==> src/hw/fib_defines.svh <==
/* FIB sizing macros: prefix, length and hash index widths, payload burst length */

`ifndef FIB_DEFINES_SVH
`define FIB_DEFINES_SVH

// Name prefix word, MSB first
`define FIB_PREFIX_W 64

// Prefix length field, one table row per length
`define FIB_LEN_W 6

// Column index into one table row
`define FIB_HASH_W 10

// Payload bytes forwarded per accepted data packet
// Kept short so simulation stays quick
`define FIB_BURST_BYTES 16

// Payload byte width
`define FIB_BYTE_W 8

`endif

==> src/hw/fib_pkg.sv <==
/* FIB package: prefix, prefix length, hash index and payload byte types */

`default_nettype none

`include "fib_defines.svh"

package fib_pkg;

    // Name prefix word, MSB first
    typedef logic [`FIB_PREFIX_W-1:0] prefix_t;

    // Prefix length in bits
    // 0 means no match in lookup results
    typedef logic [`FIB_LEN_W-1:0] plen_t;

    // Column of the valid-bit table
    typedef logic [`FIB_HASH_W-1:0] hidx_t;

    // One payload byte
    typedef logic [`FIB_BYTE_W-1:0] byte_t;

endpackage

`default_nettype wire

==> src/hw/prefix_hash.sv <==
/* Shared prefix hash unit: fixed-priority arbiter for two requesters
   and one registered mask-and-fold stage */

`timescale 1ns/1ns
`default_nettype none

`include "fib_defines.svh"

module prefix_hash (
    input  logic                       clk,
    input  logic                       rst,
    input  logic [1:0]                 req_valid,
    input  fib_pkg::prefix_t [1:0]     req_prefix,
    input  fib_pkg::plen_t [1:0]       req_len,
    output logic [1:0]                 grant,
    output fib_pkg::hidx_t             hash,
    output logic                       done,
    output logic                       done_id
);
    import fib_pkg::*;

    // Number of hash-wide chunks covering the prefix, top one zero padded
    localparam int CHUNKS = (`FIB_PREFIX_W + `FIB_HASH_W - 1) / `FIB_HASH_W;

    prefix_t sel_prefix;
    plen_t   sel_len;

    // Keep top len bits, fold 10-bit chunks, mix in the repeated length
    function automatic hidx_t fold_hash(input prefix_t p, input plen_t l);
        logic [CHUNKS*`FIB_HASH_W-1:0] wide;
        prefix_t                       mask;
        hidx_t                         acc;
        mask = ~({`FIB_PREFIX_W{1'b1}} >> l);
        wide = '0;
        wide[`FIB_PREFIX_W-1:0] = p & mask;
        // Length in 5..0, its low nibble again in 9..6
        acc = {l[3:0], l};
        for (int k = 0; k < CHUNKS; k++) begin
            acc = acc ^ wide[k*`FIB_HASH_W +: `FIB_HASH_W];
        end
        return acc;
    endfunction

    // Requester 0 (lookup) wins any tie
    assign grant[0] = req_valid[0];
    assign grant[1] = req_valid[1] & ~req_valid[0];

    // Operand mux follows the grant
    assign sel_prefix = grant[0] ? req_prefix[0] : req_prefix[1];
    assign sel_len    = grant[0] ? req_len[0]    : req_len[1];

    // Done and its tag, one cycle after the grant
    always_ff @(posedge clk) begin
        if (rst) begin
            done    <= 1'b0;
            done_id <= 1'b0;
        end else begin
            done    <= |req_valid;
            done_id <= grant[1];
        end
    end

    // Hash result register
    always_ff @(posedge clk) begin
        if (|req_valid) begin
            hash <= fold_hash(sel_prefix, sel_len);
        end
    end

endmodule

`default_nettype wire

==> config.mk <==
export PLATFORM = sky130hd
export DESIGN_NAME = prefix_hash
export DESIGN_NICKNAME = d
export VERILOG_FILES = /design/src/hw/fib_pkg.sv /design/src/hw/prefix_hash.sv
export VERILOG_INCLUDE_DIRS = /design/src /design/src/hw
export SDC_FILE = /design/constraint.sdc
export NUM_CORES = 1
export LEC_CHECK = 0
export ABC_CLOCK_PERIOD_IN_PS = 2300
export BUFFER_PORTS_ARGS = -buffer_cell sky130_fd_sc_hd__buf_2
export CORE_ASPECT_RATIO = 1.5
export CORE_MARGIN = 2
export CORE_UTILIZATION = 42
export CTS_CLUSTER_SIZE = 8
export DETAILED_ROUTE_END_ITERATION = 10
export PLACE_DENSITY = 0.79
export SLEW_MARGIN = 20
export SYNTH_ARGS = -nofsm -noshare
export SYNTH_HDL_FRONTEND = slang
export SYNTH_SLANG_ARGS = --single-unit
==> constraint.sdc <==
create_clock -name clk -period 2.3 [get_ports clk]
set_clock_uncertainty 0.2 [all_clocks]
set_input_delay 0.345 -clock clk [delete_from_list [all_inputs] [get_ports clk]]
set_output_delay 0.345 -clock clk [all_outputs]
set_load 0.005 [all_outputs]
==> load_flow_metrics.sql <==
INSERT INTO impl_metrics (metric_group, metric, value, unit) VALUES
('timing', 'timing_worst_slew_pin_value', '433', 'ps'),
('detailed_routing', 'viasPerCell', '5.68', ''),
('timing', 'timing.setup.tns', '0', 'ps'),
('clock_network', 'ctsLongestPathBuffers', '2', ''),
('power_and_ir_drop', 'leakage', '0.00216', 'uW'),
('critical_path', 'timing.critical_path.depth', '7', ''),
('clock_network', 'cts_tree', 'done', ''),
('min_path', 'min_path_type', 'input port to flop', ''),
('detailed_routing', 'detailedRoute.firstIterationViolations', '186', ''),
('timing', 'setup_ws', '35.7', 'ps'),
('layout', 'final_cells', '642', ''),
('placed_design', 'placedInstanceArea', '4370', 'sq um'),
('timing', 'worst_slew_margin_rel', '70.8', '%'),
('power_and_ir_drop', 'power_density', '364', 'nW/um^2'),
('layout', 'multi_input_comb_area', '2430', 'sq um'),
('timing', 'timing_hold_violations_final', '0', ''),
('detailed_routing', 'antenna_violating_nets_post_route', '0', ''),
('global_routing', 'grt_max_degree', '35', ''),
('placed_design', 'post-place-cells', '638', ''),
('yosys', 'netlist_cell_types', '67', ''),
('yosys', 'ys_dominant_reg_cell', 'sky130_fd_sc_hd__edfxtp_1', ''),
('detailed_routing', 'avgRoutedWirePerCell', '17.2', 'um'),
('detailed_routing', 'detail_route.drc_violations', '0', ''),
('clock_network', 'clk_root_buffer_cell', 'sky130_fd_sc_hd__clkbuf_8', ''),
('critical_path', 'worstSetupPathType', 'input port to flop', ''),
('yosys', 'postSynthAreaPerCell', '8.83', 'sq um'),
('critical_path', 'cp-end-kind', 'flop', ''),
('critical_path', 'worst_ep_arrival_time', '2060', 'ps'),
('floorplanning', 'boundaryPins', '158', ''),
('yosys', 'post_synth_main_area_contributors', 'sky130_fd_sc_hd__mux2i_1 (12%), sky130_fd_sc_hd__edfxtp_1 (10%), sky130_fd_sc_hd__xnor2_1 (8.5%)', ''),
('timing', 'timing_max_transition_violations_final', '0', ''),
('clock_network', 'cts-hold-fix-buffers', '0', ''),
('power_and_ir_drop', 'total_power', '1620', 'uW'),
('yosys', 'synth_commonest_cells', 'sky130_fd_sc_hd__mux2i_1 (37), sky130_fd_sc_hd__xnor2_1 (29), sky130_fd_sc_hd__a21oi_1 (18)', ''),
('floorplanning', 'design.die.area', '7790', 'sq um'),
('placed_design', 'weighted_congestion_at_the_end_of_routability_driven_global_placement', '1.04', ''),
('yosys', 'share_of_flip_flops_with_an_asynchronous_set_or_reset', '0', '%'),
('flow_run', 'maxCapViolations', '0', ''),
('floorplanning', 'placementRows', '37', ''),
('timing', 'timing.fmax', '442', 'MHz'),
('clock_network', 'clkSlewWorstSetupHoldPaths', '60', 'ps'),
('yosys', 'ys_seq_elements', '12', ''),
('clock_network', 'cts.sinks', '12', ''),
('yosys', 'netlist_instances', '337', ''),
('floorplanning', 'fp.coreArea', '6850', 'sq um'),
('global_routing', 'grt.total_usage', '27.6', '%'),
('clock_network', 'clock_tree.htree_level_count', '1', ''),
('critical_path', 'timing.critical_path.fanout_max', '3', ''),
('detailed_routing', 'detail_route.first_pass.iterations', '4', ''),
('global_routing', 'number_of_antenna_violations_at_the_first_check_in_global_routing', '0', ''),
('placed_design', 'numPortBuffers', '155', ''),
('timing', 'finalCriticalPeriod', '2260', 'ps'),
('critical_path', 'crit_path_start_kind', 'input port', ''),
('yosys', 'sequential_cell_area_fraction_in_the_yosys_report', '11.4', '%'),
('global_routing', 'globalRouteOverflowTotal', '0', ''),
('timing', 'grt_setup_unrepaired', 'no', ''),
('critical_path', 'critical_path.top_delay_family', 'simple AND/OR/NAND/NOR gates', ''),
('layout', 'nets', '709', ''),
('placed_design', 'dp.final_hpwl', '9.49', 'mm'),
('power_and_ir_drop', 'ir_worst_vdd', '0.138', 'mV'),
('yosys', 'yosysMostFrequentCell', 'sky130_fd_sc_hd__mux2i_1', ''),
('yosys', 'synth-warning-count', '0', ''),
('global_routing', 'grt_first_pass_wirelength', '16.8', 'mm'),
('critical_path', 'timing.critical_path.cells', 'buf_2, or3_1, o311ai_1, a21oi_1, nor3b_1, xnor3_1, xnor2_1', ''),
('floorplanning', 'chipWidth', '72.7', 'um'),
('critical_path', 'path_buf_inv', '1', ''),
('global_routing', 'grt_pass1_vias', '3661', ''),
('critical_path', 'cp_slowest_cell', 'sky130_fd_sc_hd__or3_1', ''),
('status', 'outcome', 'finished, final reports clean', ''),
('critical_path', 'max_stage_delay', '370', 'ps'),
('layout', 'regArea', '340', 'sq um');
## power by group
| group | internal (uW) | total, uW | switching (uW) | leakage [uW] |
|---|---|---|---|---|
| combinational | 569 | 1050 | 484 | 0.00202 |
| sequential | 343 | 369 | 26.5 | 0.000119 |
| clock | 122 | 202 | 79.6 | 0.0000228 |
## per-layer routing
metal | global-route usage (%) | routed length (um)
met3 | 2.73 | 584
met2 | 51.8 | 5950
met1 | 30.0 | 4030
met4 | 13.0 | 501
met5 | 0 | 0
## state kept, by name, summed over array words and instances (netlist names)
name and flops:
done_id 1, done 1, hash 10
## stage by stage
stage / hold slack [ps] / util (%)
after floorplan: 217 / -
after global placement: 320 / 63.8
after detailed placement: 322 / 63.8
after CTS: 71.7 / 64.7
after global routing: 82.4 / 65.0
final: 69.8 / 65.0
## area by class of cell
type / count / share of cell area (%)
Tap cell: 78 / 2.19
Sequential cell: 12 / 7.64
Inverter: 5 / 0.421
Multi-Input combinational cell: 294 / 54.5
Clock buffer: 4 / 1.01
Timing Repair Buffer: 249 / 34.2
## final timing paths
check                   from  slack [ps]       to
hold / removal           rst          70     done
setup / recovery  req_len[7]          40  hash[1]
## logic make-up (layout without fill, tap and decap cells)
kind of cell	Yosys count	after routing	synth area share, %
and+or+nand+nor	98	98	20.6
AOI/OAI and AO/OA	91	91	23.2
muxes	57	57	20.5
xor gates and xnor gates	48	48	16.0
buffers and inverters	31	258	8.28
DFF	12	12	11.4
## cells in the final DEF (no fill, tap or decap), types with 7 or more instances in the layout
cell type and n:
sky130_fd_sc_hd__xnor2_1 29, sky130_fd_sc_hd__o21ai_0 11, sky130_fd_sc_hd__xor2_1 15, sky130_fd_sc_hd__nand2b_1 13
sky130_fd_sc_hd__a21oi_1 18, sky130_fd_sc_hd__mux2_2 15, sky130_fd_sc_hd__edfxtp_1 10, sky130_fd_sc_hd__nor3_1 7
sky130_fd_sc_hd__nand3_1 7, sky130_fd_sc_hd__o211ai_1 10, sky130_fd_sc_hd__buf_2 154, sky130_fd_sc_hd__nand2_1 14
sky130_fd_sc_hd__mux2i_1 36, sky130_fd_sc_hd__nor2_1 10, sky130_fd_sc_hd__o221ai_1 10, sky130_fd_sc_hd__buf_4 91
## repair_timing
action,4_1_cts,5_1_grt
setup endpoints to repair,4,5
pin swaps,0,1
gates cloned,0,0
gates resized for setup,2,6
Note: power is estimated with default switching activity, not from simulation.
