`src/hw/fib_defines.svh`:
```
/* FIB sizing macros: prefix, length and hash index widths, payload burst length */

`ifndef FIB_DEFINES_SVH
`define FIB_DEFINES_SVH

// Name prefix word, MSB first
`define FIB_PREFIX_W 64

// Prefix length field, one table row per length
`define FIB_LEN_W 6

// Column index into one table row
`define FIB_HASH_W 10

// Payload bytes forwarded per accepted data packet
// Kept short so simulation stays quick
`define FIB_BURST_BYTES 16

// Payload byte width
`define FIB_BYTE_W 8

`endif

```
`src/hw/fib_pkg.sv`:
```
/* FIB package: prefix, prefix length, hash index and payload byte types */

`default_nettype none

`include "fib_defines.svh"

package fib_pkg;

    // Name prefix word, MSB first
    typedef logic [`FIB_PREFIX_W-1:0] prefix_t;

    // Prefix length in bits
    // 0 means no match in lookup results
    typedef logic [`FIB_LEN_W-1:0] plen_t;

    // Column of the valid-bit table
    typedef logic [`FIB_HASH_W-1:0] hidx_t;

    // One payload byte
    typedef logic [`FIB_BYTE_W-1:0] byte_t;

endpackage

`default_nettype wire

```
`src/hw/data_forward.sv`:
```
/* Data forwarding controller: PIT query for an arriving packet, then a
   fixed-length payload burst on acceptance */

`timescale 1ns/1ns
`default_nettype none

`include "fib_defines.svh"

module data_forward (
    input  logic             clk,
    input  logic             rst,
    input  logic             data_valid,
    input  fib_pkg::prefix_t data_prefix,
    input  fib_pkg::plen_t   data_len,
    output logic             data_ready,
    output logic             pit_query_valid,
    output fib_pkg::prefix_t pit_query_prefix,
    output fib_pkg::plen_t   pit_query_len,
    input  logic             pit_accept,
    input  logic             pit_reject,
    input  logic             payload_valid,
    input  fib_pkg::byte_t   payload_in,
    output logic             out_valid,
    output fib_pkg::byte_t   out_byte,
    output logic             burst_done
);
    localparam int CNT_W = $clog2(`FIB_BURST_BYTES);

    typedef enum logic [1:0] {S_IDLE, S_QUERY, S_WAIT_PIT, S_STREAM} state_t;

    state_t           state;
    logic [CNT_W-1:0] byte_cnt;
    logic             take;
    logic             last_byte;

    assign data_ready = (state == S_IDLE);

    // Query held in both query states
    assign pit_query_valid = (state == S_QUERY) || (state == S_WAIT_PIT);

    // A byte is taken on every valid cycle while streaming
    assign take      = (state == S_STREAM) && payload_valid;
    assign last_byte = (byte_cnt == CNT_W'(`FIB_BURST_BYTES - 1));

    always_ff @(posedge clk) begin
        if (rst) begin
            state      <= S_IDLE;
            byte_cnt   <= '0;
            out_valid  <= 1'b0;
            burst_done <= 1'b0;
        end else begin
            out_valid  <= take;
            burst_done <= take && last_byte;
            case (state)
                S_IDLE: if (data_valid) state <= S_QUERY;
                // First query cycle, PIT may already answer
                S_QUERY, S_WAIT_PIT: begin
                    if (pit_reject) begin
                        state <= S_IDLE;
                    end else if (pit_accept) begin
                        state    <= S_STREAM;
                        byte_cnt <= '0;
                    end else begin
                        state <= S_WAIT_PIT;
                    end
                end
                S_STREAM: begin
                    // Gaps in payload_valid just stall the count
                    if (take) begin
                        byte_cnt <= byte_cnt + 1'b1;
                        if (last_byte) state <= S_IDLE;
                    end
                end
                default: state <= S_IDLE;
            endcase
        end
    end

    // Packet name latch, also drives the query fields
    always_ff @(posedge clk) begin
        if (data_valid && data_ready) begin
            pit_query_prefix <= data_prefix;
            pit_query_len    <= data_len;
        end
    end

    // Output byte register
    always_ff @(posedge clk) begin
        if (take) begin
            out_byte <= payload_in;
        end
    end

endmodule

`default_nettype wire

```
`config.mk`:
```
export PLATFORM = sky130hd
export DESIGN_NAME = data_forward
export DESIGN_NICKNAME = d
export VERILOG_FILES = /design/src/hw/fib_pkg.sv /design/src/hw/data_forward.sv
export VERILOG_INCLUDE_DIRS = /design/src /design/src/hw
export SDC_FILE = /design/constraint.sdc
export NUM_CORES = 1
export LEC_CHECK = 0
export BUFFER_PORTS_ARGS = -buffer_cell sky130_fd_sc_hd__buf_2
export CAP_MARGIN = 20
export CELL_PAD_IN_SITES_DETAIL_PLACEMENT = 0
export CELL_PAD_IN_SITES_GLOBAL_PLACEMENT = 1
export CORE_AREA = 2 2 100 102
export CTS_CLUSTER_SIZE = 24
export DETAILED_ROUTE_END_ITERATION = 10
export DIE_AREA = 0 0 102 104
export GPL_TIMING_DRIVEN = 0
export PLACE_DENSITY = 0.71
export SLEW_MARGIN = 20
export SYNTH_ARGS = -nofsm -noshare
export SYNTH_HDL_FRONTEND = slang
export SYNTH_SLANG_ARGS = --single-unit
```
`constraint.sdc`:
```
create_clock -name clk -period 2.45 [get_ports clk]
set_input_delay 0.245 -clock clk [delete_from_list [all_inputs] [get_ports clk]]
set_output_delay 0.245 -clock clk [all_outputs]
set_load 0.01 [all_outputs]
```
==> results.env <==
RUN_STATUS='finished clean'
SLEW-LIMIT-HEADROOM=0.720
HPWLAFTERDP_MM=4.77
WORST_SKEW_PAIR.LATE_LATENCY_NS=0.36
FIRST_PASS_ITERS=4
FIN_SETUP_TNS_NS=0
CTSROOTBUFFERMASTER='sky130_fd_sc_hd__clkbuf_8'
WORSTPATHMAXFANOUT=44
FLOORPLAN.DIE.WIDTH_UM=102
FILLERINSTANCES=913
ANTENNA_FOUND_INITIAL=1
PLACE.DETAILED.INSTANCES=425
LAYOUT_MIN_CYCLE_TIME_NS=1.61
CRITICAL_PATH_ARRIVAL_NS=1.65
GLOBALROUTETOTALUTIL=0.112
SLOWEST_DELAY_NS=0.40
CTSHOLDBUFFERS=0
ANTENNA_CELLS=0
HOLDCRITPATHCLASS='input port to flip-flop'
PLACE.PORT_BUFFERS=164
WORST_SLEW_PIN_SLEW_NS=0.420
GRT_FIRST_PASS_WIRELENGTH_MM=8.83
PLACE_CONGESTION=0.719
SYNTHESIS.NETS=214
END_KIND='flip-flop'
FMAX_MHz=622
ROWS=36
REPORT.FINAL.SLEW_VIOL_COUNT=0
CLOCK_SINK_COUNT=86
CTS-HTREE-LEVELS=3
POST_SYNTHESIS_SEQUENTIAL_ELEMENT_COUNT=86
WORST_IR_DROP_VDD_V=0.000241
CP_DATA_REQUIRED_TIME_NS=2.49
CAP_VIOL_MAX_COUNT=0
SKEW_NS=0.00824
USE_MET1=0.115
POSTLAYOUTSETUPSLACKWORST_NS=0.841
VIA_COUNT_OF_THE_FIRST_GLOBAL_ROUTING_PASS=1746
POST-ROUTE-DRC-COUNT=0
MAXIMUM_NUMBER_OF_PINS_ON_ONE_NET_BEFORE_GLOBAL_ROUTE_REPAIR=45
WIRE_PER_INST_UM=14.1
CLOCK_TREE_FROM_TRITONCTS='done'
FLOORPLAN.CORE_AREA_UM2=9550
DRT_ITER0_MARKERS=42
FINAL_CELLS=441
CRITPATHBUFINV=2
GRT.MET2_USAGE=0.185
DIE_HEIGHT_UM=104
ROUTE.VIAS.TOTAL=1769
TOTAL_POWER_mW=3.21
WORST_SETUP_PATH_START_KIND='flip-flop'
INITIAL_CELL_DENSITY_OF_THE_CORE=0.291
CTS.CLK_SLEW.WORST_PATHS_NS=0.09
ROUTED_WIRELENGTH_MM=6.20
CTS_RESIZED=0
POST-CTS-SETUP-BUFFERS=0
CLK_PATH_BUF_DEPTH=2
POWER_LEAKAGE_nW=1.65
POST-ROUTE-CELL-AREA_UM2=3960
MIN_PERIOD_OVER_PERIOD=0.657
CRITPATHTOPFAMILY='simple AND/OR/NAND/NOR gates'
PATH_CELLS='inv_1 > ha_1 > and2_4 > buf_12'
FINALSETUPVIOLCOUNT=0
SYNTH.LIB_CELLS_USED.DISTINCT=23
GRT_UTIL_MET3=0.0625
HOLD_VIOL_FINAL=0
ROUTING_LAYER_WITH_THE_TOP_USAGE_IN_GLOBAL_ROUTE='met2'
NNETSFINAL=390
CTS_MADE_BUFFERS=9
POWER_DENSITY_nW_PER_UM2=811
GRT_SETUP_UNREPAIRED='no'
SYNTH_AREA_PER_CELL_UM2=21.9
CRIT_PATH_TOP_DELAY_CELL='sky130_fd_sc_hd__and2_4'
SYNTHCELLS=127
DPL-INSTANCE-AREA_UM2=3790
WORST_PATH_CLASS_SETUP='flip-flop to flip-flop'
DP_WORST_SETUP_SLACK_NS=0.823
SYN_TO_FINAL_GROWTH_PCT=42.6
SYNTHESIS.YOSYS.WARNINGS=0
GRT-OVFL-TOTAL=0
PIN_COUNT=166
YS_SEQ_AREA_FRAC=0.900
DIE-AREA_UM2=10600
RATIO_OF_CELLS_WITH_DRIVE_ABOVE_1_IN_THE_FINAL_LAYOUT=0.604
ANTENNA_VIOLATING_NETS_POST_ROUTE=0
SYNTH_AREA_UM2=2780
AVGVIACOUNTPERCELL=4.01
==> final cells by class <==
cell class	instances	area (um2)	area share
sequential	86	2500	0.631
timing repair buffer	165	841	0.212
multi-input combinational	35	256	0.0647
tap	133	166	0.0420
clock buffer	10	128	0.0322
clock inverter	6	47.5	0.0120
inverter	5	18.8	0.00473
buffer	1	3.75	0.000947
==> worst paths after layout <==
check	from	endpoint	slack [ns]	cells after the start
worst max register to register	state[0]	pit_query_prefix[0]	0.84	4
worst max-delay path	state[0]	pit_query_prefix[0]	0.84	4
worst min-delay path	data_prefix[48]	pit_query_prefix[48]	0.06	1
worst min register to register	state[1]	state[1]	0.49	2
==> where the power goes <==
part / internal, mW / switching [mW] / total, mW
clock: 0.373 / 0.513 / 0.886
combinational: 0.201 / 0.290 / 0.491
sequential: 1.80 / 0.0369 / 1.84
total: 2.37 / 0.840 / 3.21
==> cell families (layout without fill, tap and decap cells) <==
group	after synthesis	count (layout)	share of synthesized area
flip-flops	86	86	0.900
AND/OR/NAND/NOR	20	20	0.0432
AO/OA/AOI/OAI	10	10	0.0275
buffers and inverters	6	187	0.00810
adder cells (fa/ha/maj)	3	3	0.0135
multiplexers	2	2	0.00720
==> flip-flops by register name, summed over array words and instances (netlist names) <==
| register | count |
|---|---|
| pit_query_prefix | 64 |
| out_byte | 8 |
| pit_query_len | 6 |
| byte_cnt | 4 |
| state | 2 |
| burst_done | 1 |
| out_valid | 1 |
==> metal layers <==
layer  up-vias  wire, um
met5         -         8
met4         2        90
met3        10       789
met2       105      2980
met1       811      2340
li1        841         -
==> cells in the final DEF, fill, tap and decap left out <==
master / Yosys / final
sky130_fd_sc_hd__edfxtp_1: 78 / 78
sky130_fd_sc_hd__inv_6: 0 / 1
sky130_fd_sc_hd__nand2b_1: 3 / 3
sky130_fd_sc_hd__clkbuf_1: 1 / 2
sky130_fd_sc_hd__nand2_1: 2 / 2
sky130_fd_sc_hd__nand3b_1: 2 / 2
sky130_fd_sc_hd__a211oi_1: 1 / 1
sky130_fd_sc_hd__ha_1: 3 / 3
sky130_fd_sc_hd__inv_1: 5 / 5
sky130_fd_sc_hd__buf_2: 0 / 164
sky130_fd_sc_hd__mux2i_1: 2 / 2
sky130_fd_sc_hd__nor2_1: 4 / 4
sky130_fd_sc_hd__o21ai_1: 2 / 2
sky130_fd_sc_hd__and2_4: 0 / 1
sky130_fd_sc_hd__nor2_2: 1 / 1
sky130_fd_sc_hd__a221oi_2: 1 / 1
sky130_fd_sc_hd__a211o_4: 1 / 1
sky130_fd_sc_hd__buf_12: 0 / 1
sky130_fd_sc_hd__nand3_1: 1 / 1
sky130_fd_sc_hd__clkbuf_8: 0 / 9
sky130_fd_sc_hd__dfxtp_1: 8 / 8
sky130_fd_sc_hd__a31oi_1: 1 / 1
sky130_fd_sc_hd__nand3_2: 1 / 1
sky130_fd_sc_hd__and2_1: 2 / 1
sky130_fd_sc_hd__nor2b_1: 1 / 1
sky130_fd_sc_hd__nor3_1: 2 / 2
sky130_fd_sc_hd__a21oi_1: 4 / 4
sky130_fd_sc_hd__clkinvlp_4: 0 / 4
sky130_fd_sc_hd__nor2b_4: 1 / 1
sky130_fd_sc_hd__clkinv_4: 0 / 1
==> Yosys cell counts <==
| cell type | number | area, um2 |
|---|---|---|
| sky130_fd_sc_hd__a211o_4 | 1 | 17.5 |
| sky130_fd_sc_hd__a211oi_1 | 1 | 7.51 |
| sky130_fd_sc_hd__a21oi_1 | 4 | 20.0 |
| sky130_fd_sc_hd__a221oi_2 | 1 | 15.0 |
| sky130_fd_sc_hd__a31oi_1 | 1 | 6.26 |
| sky130_fd_sc_hd__and2_1 | 2 | 12.5 |
| sky130_fd_sc_hd__clkbuf_1 | 1 | 3.75 |
| sky130_fd_sc_hd__dfxtp_1 | 8 | 160 |
| sky130_fd_sc_hd__edfxtp_1 | 78 | 2340 |
| sky130_fd_sc_hd__ha_1 | 3 | 37.5 |
| sky130_fd_sc_hd__inv_1 | 5 | 18.8 |
| sky130_fd_sc_hd__mux2i_1 | 2 | 20.0 |
| sky130_fd_sc_hd__nand2_1 | 2 | 7.51 |
| sky130_fd_sc_hd__nand2b_1 | 3 | 18.8 |
| sky130_fd_sc_hd__nand3_1 | 1 | 5.00 |
| sky130_fd_sc_hd__nand3_2 | 1 | 10.0 |
| sky130_fd_sc_hd__nand3b_1 | 2 | 15.0 |
| sky130_fd_sc_hd__nor2_1 | 4 | 15.0 |
| sky130_fd_sc_hd__nor2_2 | 1 | 6.26 |
| sky130_fd_sc_hd__nor2b_1 | 1 | 6.26 |
| sky130_fd_sc_hd__nor2b_4 | 1 | 13.8 |
| sky130_fd_sc_hd__nor3_1 | 2 | 10.0 |
| sky130_fd_sc_hd__o21ai_1 | 2 | 10.0 |
==> stage by stage <==
step	hold WS (ns)	utilization
after floorplan	0.344	-
after global placement	0.422	0.395
after detailed placement	0.423	0.397
after CTS	0.0358	0.415
after global routing	0.0261	0.415
final	0.0556	0.415
(Power assumes the default switching activity.)
