[src/hw/fib_defines.svh]
/* FIB sizing macros: prefix, length and hash index widths, payload burst length */

`ifndef FIB_DEFINES_SVH
`define FIB_DEFINES_SVH

// Name prefix word, MSB first
`define FIB_PREFIX_W 64

// Prefix length field, one table row per length
`define FIB_LEN_W 6

// Column index into one table row
`define FIB_HASH_W 10

// Payload bytes forwarded per accepted data packet
// Kept short so simulation stays quick
`define FIB_BURST_BYTES 16

// Payload byte width
`define FIB_BYTE_W 8

`endif

[src/hw/fib_pkg.sv]
/* FIB package: prefix, prefix length, hash index and payload byte types */

`default_nettype none

`include "fib_defines.svh"

package fib_pkg;

    // Name prefix word, MSB first
    typedef logic [`FIB_PREFIX_W-1:0] prefix_t;

    // Prefix length in bits
    // 0 means no match in lookup results
    typedef logic [`FIB_LEN_W-1:0] plen_t;

    // Column of the valid-bit table
    typedef logic [`FIB_HASH_W-1:0] hidx_t;

    // One payload byte
    typedef logic [`FIB_BYTE_W-1:0] byte_t;

endpackage

`default_nettype wire

[src/hw/fib_table_if.sv]
/* Valid-bit table interface: learner write port, prober read port, clear status */

`timescale 1ns/1ns
`default_nettype none

interface fib_table_if;
    import fib_pkg::*;

    // Write port, sets one valid bit
    logic  wr_en;
    plen_t wr_len;
    hidx_t wr_idx;

    // Read port, hit returns one cycle after rd_en
    logic  rd_en;
    plen_t rd_len;
    hidx_t rd_idx;
    logic  rd_hit;

    // High while the table clears after reset
    logic  busy;

    // Insert controller side
    modport learner (output wr_en, wr_len, wr_idx, input busy);

    // Longest-prefix-match side
    modport prober (output rd_en, rd_len, rd_idx, input rd_hit, busy);

    // Memory side
    modport memory (input wr_en, wr_len, wr_idx, rd_en, rd_len, rd_idx,
                    output rd_hit, busy);

endinterface

`default_nettype wire

[src/hw/fib_learn.sv]
/* Insert controller: latches an announced prefix, hashes it, sets its valid bit */

`timescale 1ns/1ns
`default_nettype none

module fib_learn (
    input  logic             clk,
    input  logic             rst,
    input  logic             learn_valid,
    input  fib_pkg::prefix_t learn_prefix,
    input  fib_pkg::plen_t   learn_len,
    output logic             learn_ready,
    output logic             hash_req,
    output fib_pkg::prefix_t hash_prefix,
    output fib_pkg::plen_t   hash_len,
    input  logic             hash_grant,
    input  fib_pkg::hidx_t   hash_idx,
    input  logic             hash_done,
    input  logic             hash_done_id,
    fib_table_if.learner     tbl
);
    import fib_pkg::*;

    typedef enum logic [1:0] {S_IDLE, S_REQ, S_WAIT} state_t;

    state_t  state;
    prefix_t prefix_q;
    plen_t   len_q;
    logic    own_done;

    // This block is requester 1
    assign own_done = hash_done & hash_done_id;

    // No new work during the clear sweep
    assign learn_ready = (state == S_IDLE) && !tbl.busy;

    assign hash_req    = (state == S_REQ);
    assign hash_prefix = prefix_q;
    assign hash_len    = len_q;

    // Bit set on the tagged done pulse
    assign tbl.wr_en  = (state == S_WAIT) && own_done;
    assign tbl.wr_len = len_q;
    assign tbl.wr_idx = hash_idx;

    always_ff @(posedge clk) begin
        if (rst) begin
            state <= S_IDLE;
        end else begin
            case (state)
                S_IDLE: if (learn_valid && learn_ready) state <= S_REQ;
                // Request held until the arbiter grants it
                S_REQ:  if (hash_grant) state <= S_WAIT;
                S_WAIT: if (own_done) state <= S_IDLE;
                default: state <= S_IDLE;
            endcase
        end
    end

    // Announcement latch
    always_ff @(posedge clk) begin
        if (learn_valid && learn_ready) begin
            prefix_q <= learn_prefix;
            len_q    <= learn_len;
        end
    end

endmodule

`default_nettype wire

[src/flat_wrapper.sv]
// flat-port wrapper written by rule: the top's interface ports become plain ports
module fib_learn_flat import fib_pkg::*;
  (clk, rst, learn_valid, learn_prefix, learn_len, learn_ready, hash_req, hash_prefix, hash_len, hash_grant, hash_idx, hash_done, hash_done_id, tbl_wr_en, tbl_wr_len, tbl_wr_idx, tbl_busy);
  fib_table_if tbl_i ();
  input  logic clk;
  input  logic rst;
  input  logic learn_valid;
  input  fib_pkg::prefix_t learn_prefix;
  input  fib_pkg::plen_t learn_len;
  output logic learn_ready;
  output logic hash_req;
  output fib_pkg::prefix_t hash_prefix;
  output fib_pkg::plen_t hash_len;
  input  logic hash_grant;
  input  fib_pkg::hidx_t hash_idx;
  input  logic hash_done;
  input  logic hash_done_id;
  output wire logic [$bits(tbl_i.wr_en)-1:0] tbl_wr_en;
  output wire logic [$bits(tbl_i.wr_len)-1:0] tbl_wr_len;
  output wire logic [$bits(tbl_i.wr_idx)-1:0] tbl_wr_idx;
  input wire logic [$bits(tbl_i.busy)-1:0] tbl_busy;
  assign tbl_wr_en = tbl_i.wr_en;
  assign tbl_wr_len = tbl_i.wr_len;
  assign tbl_wr_idx = tbl_i.wr_idx;
  assign tbl_i.busy = tbl_busy;
  fib_learn u_core (.clk(clk), .rst(rst), .learn_valid(learn_valid), .learn_prefix(learn_prefix), .learn_len(learn_len), .learn_ready(learn_ready), .hash_req(hash_req), .hash_prefix(hash_prefix), .hash_len(hash_len), .hash_grant(hash_grant), .hash_idx(hash_idx), .hash_done(hash_done), .hash_done_id(hash_done_id), .tbl(tbl_i));
endmodule
[config.mk]
export PLATFORM = sky130hd
export DESIGN_NAME = fib_learn_flat
export DESIGN_NICKNAME = d
export VERILOG_FILES = /design/src/hw/fib_pkg.sv /design/src/hw/fib_table_if.sv /design/src/hw/fib_learn.sv /design/src/flat_wrapper.sv
export VERILOG_INCLUDE_DIRS = /design/src /design/src/hw
export SDC_FILE = /design/constraint.sdc
export NUM_CORES = 1
export LEC_CHECK = 0
export BUFFER_PORTS_ARGS = -buffer_cell sky130_fd_sc_hd__buf_4
export CORE_MARGIN = 2
export CORE_UTILIZATION = 42
export DETAILED_ROUTE_END_ITERATION = 7
export PLACE_DENSITY = 0.89
export RECOVER_POWER = 100
export SLEW_MARGIN = 20
export SYNTH_ARGS = -nofsm -noshare
export SYNTH_HDL_FRONTEND = slang
export SYNTH_SLANG_ARGS = --single-unit
[constraint.sdc]
create_clock -name clk -period 3.45 [get_ports clk]
set_input_delay 0 -clock clk [delete_from_list [all_inputs] [get_ports clk]]
set_output_delay 0 -clock clk [all_outputs]
set_load 0.005 [all_outputs]
==> impl_results.html <==
<table>
<tr><th>Metric</th><th>Value</th></tr>
<tr><th colspan="2">Run status</th></tr>
<tr><td>Status</td><td>finished, final reports clean</td></tr>
<tr><th colspan="2">Routing</th></tr>
<tr><td>TritonRoute pass-1 iters</td><td>4</td></tr>
<tr><td>DRT antenna net count</td><td>0</td></tr>
<tr><td>Number of remaining DRC errors</td><td>0</td></tr>
<tr><td>Avg Vias per Cell</td><td>around 4.5</td></tr>
<tr><td>Detailed-route wire length per cell</td><td>approximately 17 um</td></tr>
<tr><td>Total wire length</td><td>6950 um</td></tr>
<tr><td>Violation count after the first detailed-routing iteration</td><td>74</td></tr>
<tr><td>Vias</td><td>around 1800</td></tr>
<tr><th colspan="2">Clock network</th></tr>
<tr><td>CTS Root Buffer Type</td><td>sky130_fd_sc_hd__clkbuf_8</td></tr>
<tr><td>Sink count of the clock tree</td><td>72</td></tr>
<tr><td>Max Root-Sink Buffers</td><td>2</td></tr>
<tr><td>Total clock buffers created by CTS</td><td>9</td></tr>
<tr><td>Clk pin slew, worst setup/hold paths</td><td>0.07 ns</td></tr>
<tr><td>Worst-skew pair later-pin latency</td><td>roughly 0.34 ns</td></tr>
<tr><td>Total number of H-tree levels</td><td>3</td></tr>
<tr><td>CTS tree</td><td>yes</td></tr>
<tr><th colspan="2">Finish</th></tr>
<tr><td>Most common cell after layout, fill and taps aside</td><td>sky130_fd_sc_hd__clkbuf_4</td></tr>
<tr><td>Most used cells in the layout excluding fill and tap cells</td><td>126 x sky130_fd_sc_hd__clkbuf_4, 72 x sky130_fd_sc_hd__dlygate4sd3_1, 70 x sky130_fd_sc_hd__edfxtp_1</td></tr>
<tr><td>Nets</td><td>~400</td></tr>
<tr><td>Fillers</td><td>between 300 and 400</td></tr>
<tr><td>Area Growth Syn to Fin</td><td>84.8%</td></tr>
<tr><td>Area of all sequential standard cells</td><td>~2100 um2</td></tr>
<tr><td>Fraction of layout instances using a drive strength above 1</td><td>between 40% and 50%</td></tr>
<tr><td>Number of antenna diodes</td><td>0</td></tr>
<tr><td>Cell area after layout</td><td>4330 um2</td></tr>
<tr><td>Final Util</td><td>79.5%</td></tr>
<tr><td>Area occupied by multi-input gates</td><td>approximately 63 um2</td></tr>
<tr><th colspan="2">Timing</th></tr>
<tr><td>Portion of the clock cycle consumed by the worst path in the final layout</td><td>58.4%</td></tr>
<tr><td>Final clock skew</td><td>~0.0082 ns</td></tr>
<tr><td>Worst rel slew slack</td><td>between 30% and 40%</td></tr>
<tr><td>RSZ-0062 raised after global routing</td><td>no</td></tr>
<tr><td>Number of setup violations in the final report</td><td>0</td></tr>
<tr><td>Total negative setup slack</td><td>0 ns</td></tr>
<tr><td>Transition at the pin with the smallest max-transition slack</td><td>0.912 ns</td></tr>
<tr><td>Minimum clock period</td><td>approximately 2.0 ns</td></tr>
<tr><td>Count of endpoints failing hold in the final timing report</td><td>0</td></tr>
<tr><td>Max-slew violation count</td><td>0</td></tr>
<tr><td>Fmax</td><td>a little under 500 MHz</td></tr>
<tr><th colspan="2">Floorplanning</th></tr>
<tr><td>Count of boundary I/O pins</td><td>176</td></tr>
<tr><td>Rows</td><td>27</td></tr>
<tr><td>Vertical die dimension</td><td>slightly below 80 um</td></tr>
<tr><td>Die ar.</td><td>6190 um2</td></tr>
<tr><td>Horiz. Die Dim</td><td>about 79 um</td></tr>
<tr><td>Initial core utilization</td><td>~43%</td></tr>
<tr><td>Core Area</td><td>between 5000 and 6000 um2</td></tr>
<tr><th colspan="2">Setup path</th></tr>
<tr><td>Crit-path max cell delay</td><td>roughly 0.7 ns</td></tr>
<tr><td>Required time at the endpoint of the critical path</td><td>between 3 and 4 ns</td></tr>
<tr><td>Element type at the critical path start</td><td>register</td></tr>
<tr><td>Crit Path Category</td><td>reg2reg</td></tr>
<tr><td>Critical path cell sequence</td><td>nor3_1 -&gt; and2_2 -&gt; clkbuf_2</td></tr>
<tr><td>Cell at the slowest stage of the critical path</td><td>sky130_fd_sc_hd__clkbuf_2</td></tr>
<tr><td>Data arrival time of the critical path</td><td>between 1.5 and 2 ns</td></tr>
<tr><td>Maximum net fanout on the critical path</td><td>38</td></tr>
<tr><td>Type of element capturing the critical path</td><td>register</td></tr>
<tr><td>Setup crit start</td><td>u_core.state[1]</td></tr>
<tr><td>R2r startpoint</td><td>u_core.state[1]</td></tr>
<tr><th colspan="2">Synthesis</th></tr>
<tr><td>Number of warnings printed during yosys synthesis</td><td>0</td></tr>
<tr><td>Net Count, Synth</td><td>185</td></tr>
<tr><td>Synthesized flop and latch total</td><td>72</td></tr>
<tr><td>Instance count of the mapped netlist</td><td>98</td></tr>
<tr><td>Register area share after synthesis</td><td>approximately nine tenths</td></tr>
<tr><td>Synthesized cell area</td><td>about 2300 um2</td></tr>
<tr><td>Post-synthesis cell type count</td><td>12</td></tr>
<tr><td>Mean post-synth cell area</td><td>roughly 24 um2</td></tr>
<tr><th colspan="2">GRT</th></tr>
<tr><td>Number of antenna violations at the first check in global routing</td><td>0</td></tr>
<tr><td>Global-route wire length before repair</td><td>10300 um</td></tr>
<tr><td>Vias in the first global route</td><td>approximately 2000</td></tr>
<tr><td>Global router's overall resource usage</td><td>between 20% and 30%</td></tr>
<tr><td>Maximum number of pins on one net before global-route repair</td><td>39</td></tr>
<tr><td>Grt total ovfl</td><td>0</td></tr>
<tr><th colspan="2">Hold path</th></tr>
<tr><td>Path type of the worst min-delay path</td><td>in2out</td></tr>
<tr><td>Hold Path Origin</td><td>hash_idx[6]</td></tr>
<tr><th colspan="2">Placed design</th></tr>
<tr><td>Count of port buffers added during placement</td><td>about 160</td></tr>
<tr><td>Area after detailed placement</td><td>3490 um2</td></tr>
<tr><td>RD Place Congestion</td><td>roughly 0.69</td></tr>
<tr><th colspan="2">Power and ir drop</th></tr>
<tr><td>Proportion of power drawn by the clock network</td><td>between 30% and 40%</td></tr>
<tr><td>Maximum vdd ir drop</td><td>0.378 mV</td></tr>
<tr><td>Total power density per cell area</td><td>449 nW/um2</td></tr>
<tr><td>Int Pwr</td><td>approximately 1.6 mW</td></tr>
<tr><td>Comb power frac</td><td>11.2%</td></tr>
<tr><td>Sw Ratio</td><td>20.1%</td></tr>
<tr><td>Net switching power</td><td>0.390 mW</td></tr>
<tr><td>Leakage power</td><td>approximately 1.8 nW</td></tr>
<tr><td>Power share of the sequential group</td><td>52.7%</td></tr>
<tr><th colspan="2">Job</th></tr>
<tr><td>Number of max-capacitance violations reported</td><td>0</td></tr>
</table>
[worst paths after layout]
kind / end / slack [ns] / cells past startpoint
max: u_core.hash_prefix[45] / 1.43 / 3
max reg2reg: u_core.hash_prefix[45] / 1.43 / 3
min: tbl_wr_idx[6] / 0.000008 / 0
min reg2reg: u_core.state[0] / 0.59 / 1
[state kept, by name, summed over array words and instances (netlist names)]
signal and cells:
u_core.state 2, u_core.hash_len 6, u_core.hash_prefix 64
[power groups by stage]
stage               registers, mW  logic (mW)  clock network [mW]
global route                 1.03       0.234               0.745
floorplan                    1.05      0.0344                   0
finish                       1.02       0.218               0.702
detailed placement           1.04       0.164                   0
CTS                          1.02       0.229               0.708
global placement             1.04       0.159                   0
[routing by layer]
layer / vias up / wire [um] / track usage, %
li1: 810 / - / -
met3: 18 / 688 / 8.39
met4: 0 / 202 / 12.3
met1: 839 / 2250 / 22.6
met5: - / 0 / 0
met2: 131 / 3810 / 42.9
[logic make-up (layout without fill, tap and decap cells)]
family / count (synthesis) / after routing / share of synthesized area, %
AOI/OAI and AO/OA: 4 / 4 / 1.18
buffers and inverters: 17 / 246 / 5.29
and+or+nand+nor: 5 / 5 / 2.03
DFF: 72 / 72 / 91.5
[cell usage after synthesis]
library cell                n  area (um2)
sky130_fd_sc_hd__edfxtp_1  70        2100
sky130_fd_sc_hd__buf_4     16         120
sky130_fd_sc_hd__a22oi_1    2        15.0
sky130_fd_sc_hd__dfxtp_1    2        40.0
sky130_fd_sc_hd__a211oi_1   1        7.51
sky130_fd_sc_hd__a21oi_1    1        5.00
sky130_fd_sc_hd__and2_2     1        7.51
sky130_fd_sc_hd__and2b_2    1        8.76
sky130_fd_sc_hd__and4b_2    1        11.3
sky130_fd_sc_hd__inv_1      1        3.75
sky130_fd_sc_hd__nor2_1     1        3.75
sky130_fd_sc_hd__nor3_4     1        16.3
[layout make-up]
| type | count | share of cell area, % |
|---|---|---|
| flip-flops and latches | 72 | 49.5 |
| multi-input cells | 9 | 1.45 |
| well taps | 72 | 2.08 |
| clock inverters | 7 | 2.00 |
| repair buffers | 229 | 42.0 |
| clock buffers | 9 | 2.86 |
| inverters | 1 | 0.0868 |
[per-stage QoR]
stage	setup slack (ns)	total power, mW	hold WS (ns)	cells
after floorplan	1.54	1.08	0.0212	98
after global placement	1.98	1.20	0.0000346	311
after detailed placement	1.92	1.20	0.0000346	311
after CTS	1.81	1.96	0.0000346	399
after global routing	1.31	2.00	0.0000300	399
final	1.43	1.94	0.00000845	399
[critical path: cells and delay by family (launching register included)]
family / cells / cell delay [ns]
buffers and inverters: 1 / 0.70
flip-flops: 1 / 0.37
AND/OR/NAND/NOR: 2 / 0.56
[what timing repair did]
action                    4_1_cts  5_1_grt
setup buffers                   0        0
resized for setup               0        0
hold endpoints to repair       72        0
hold buffers                   72        0
(Power assumes the default switching activity.)
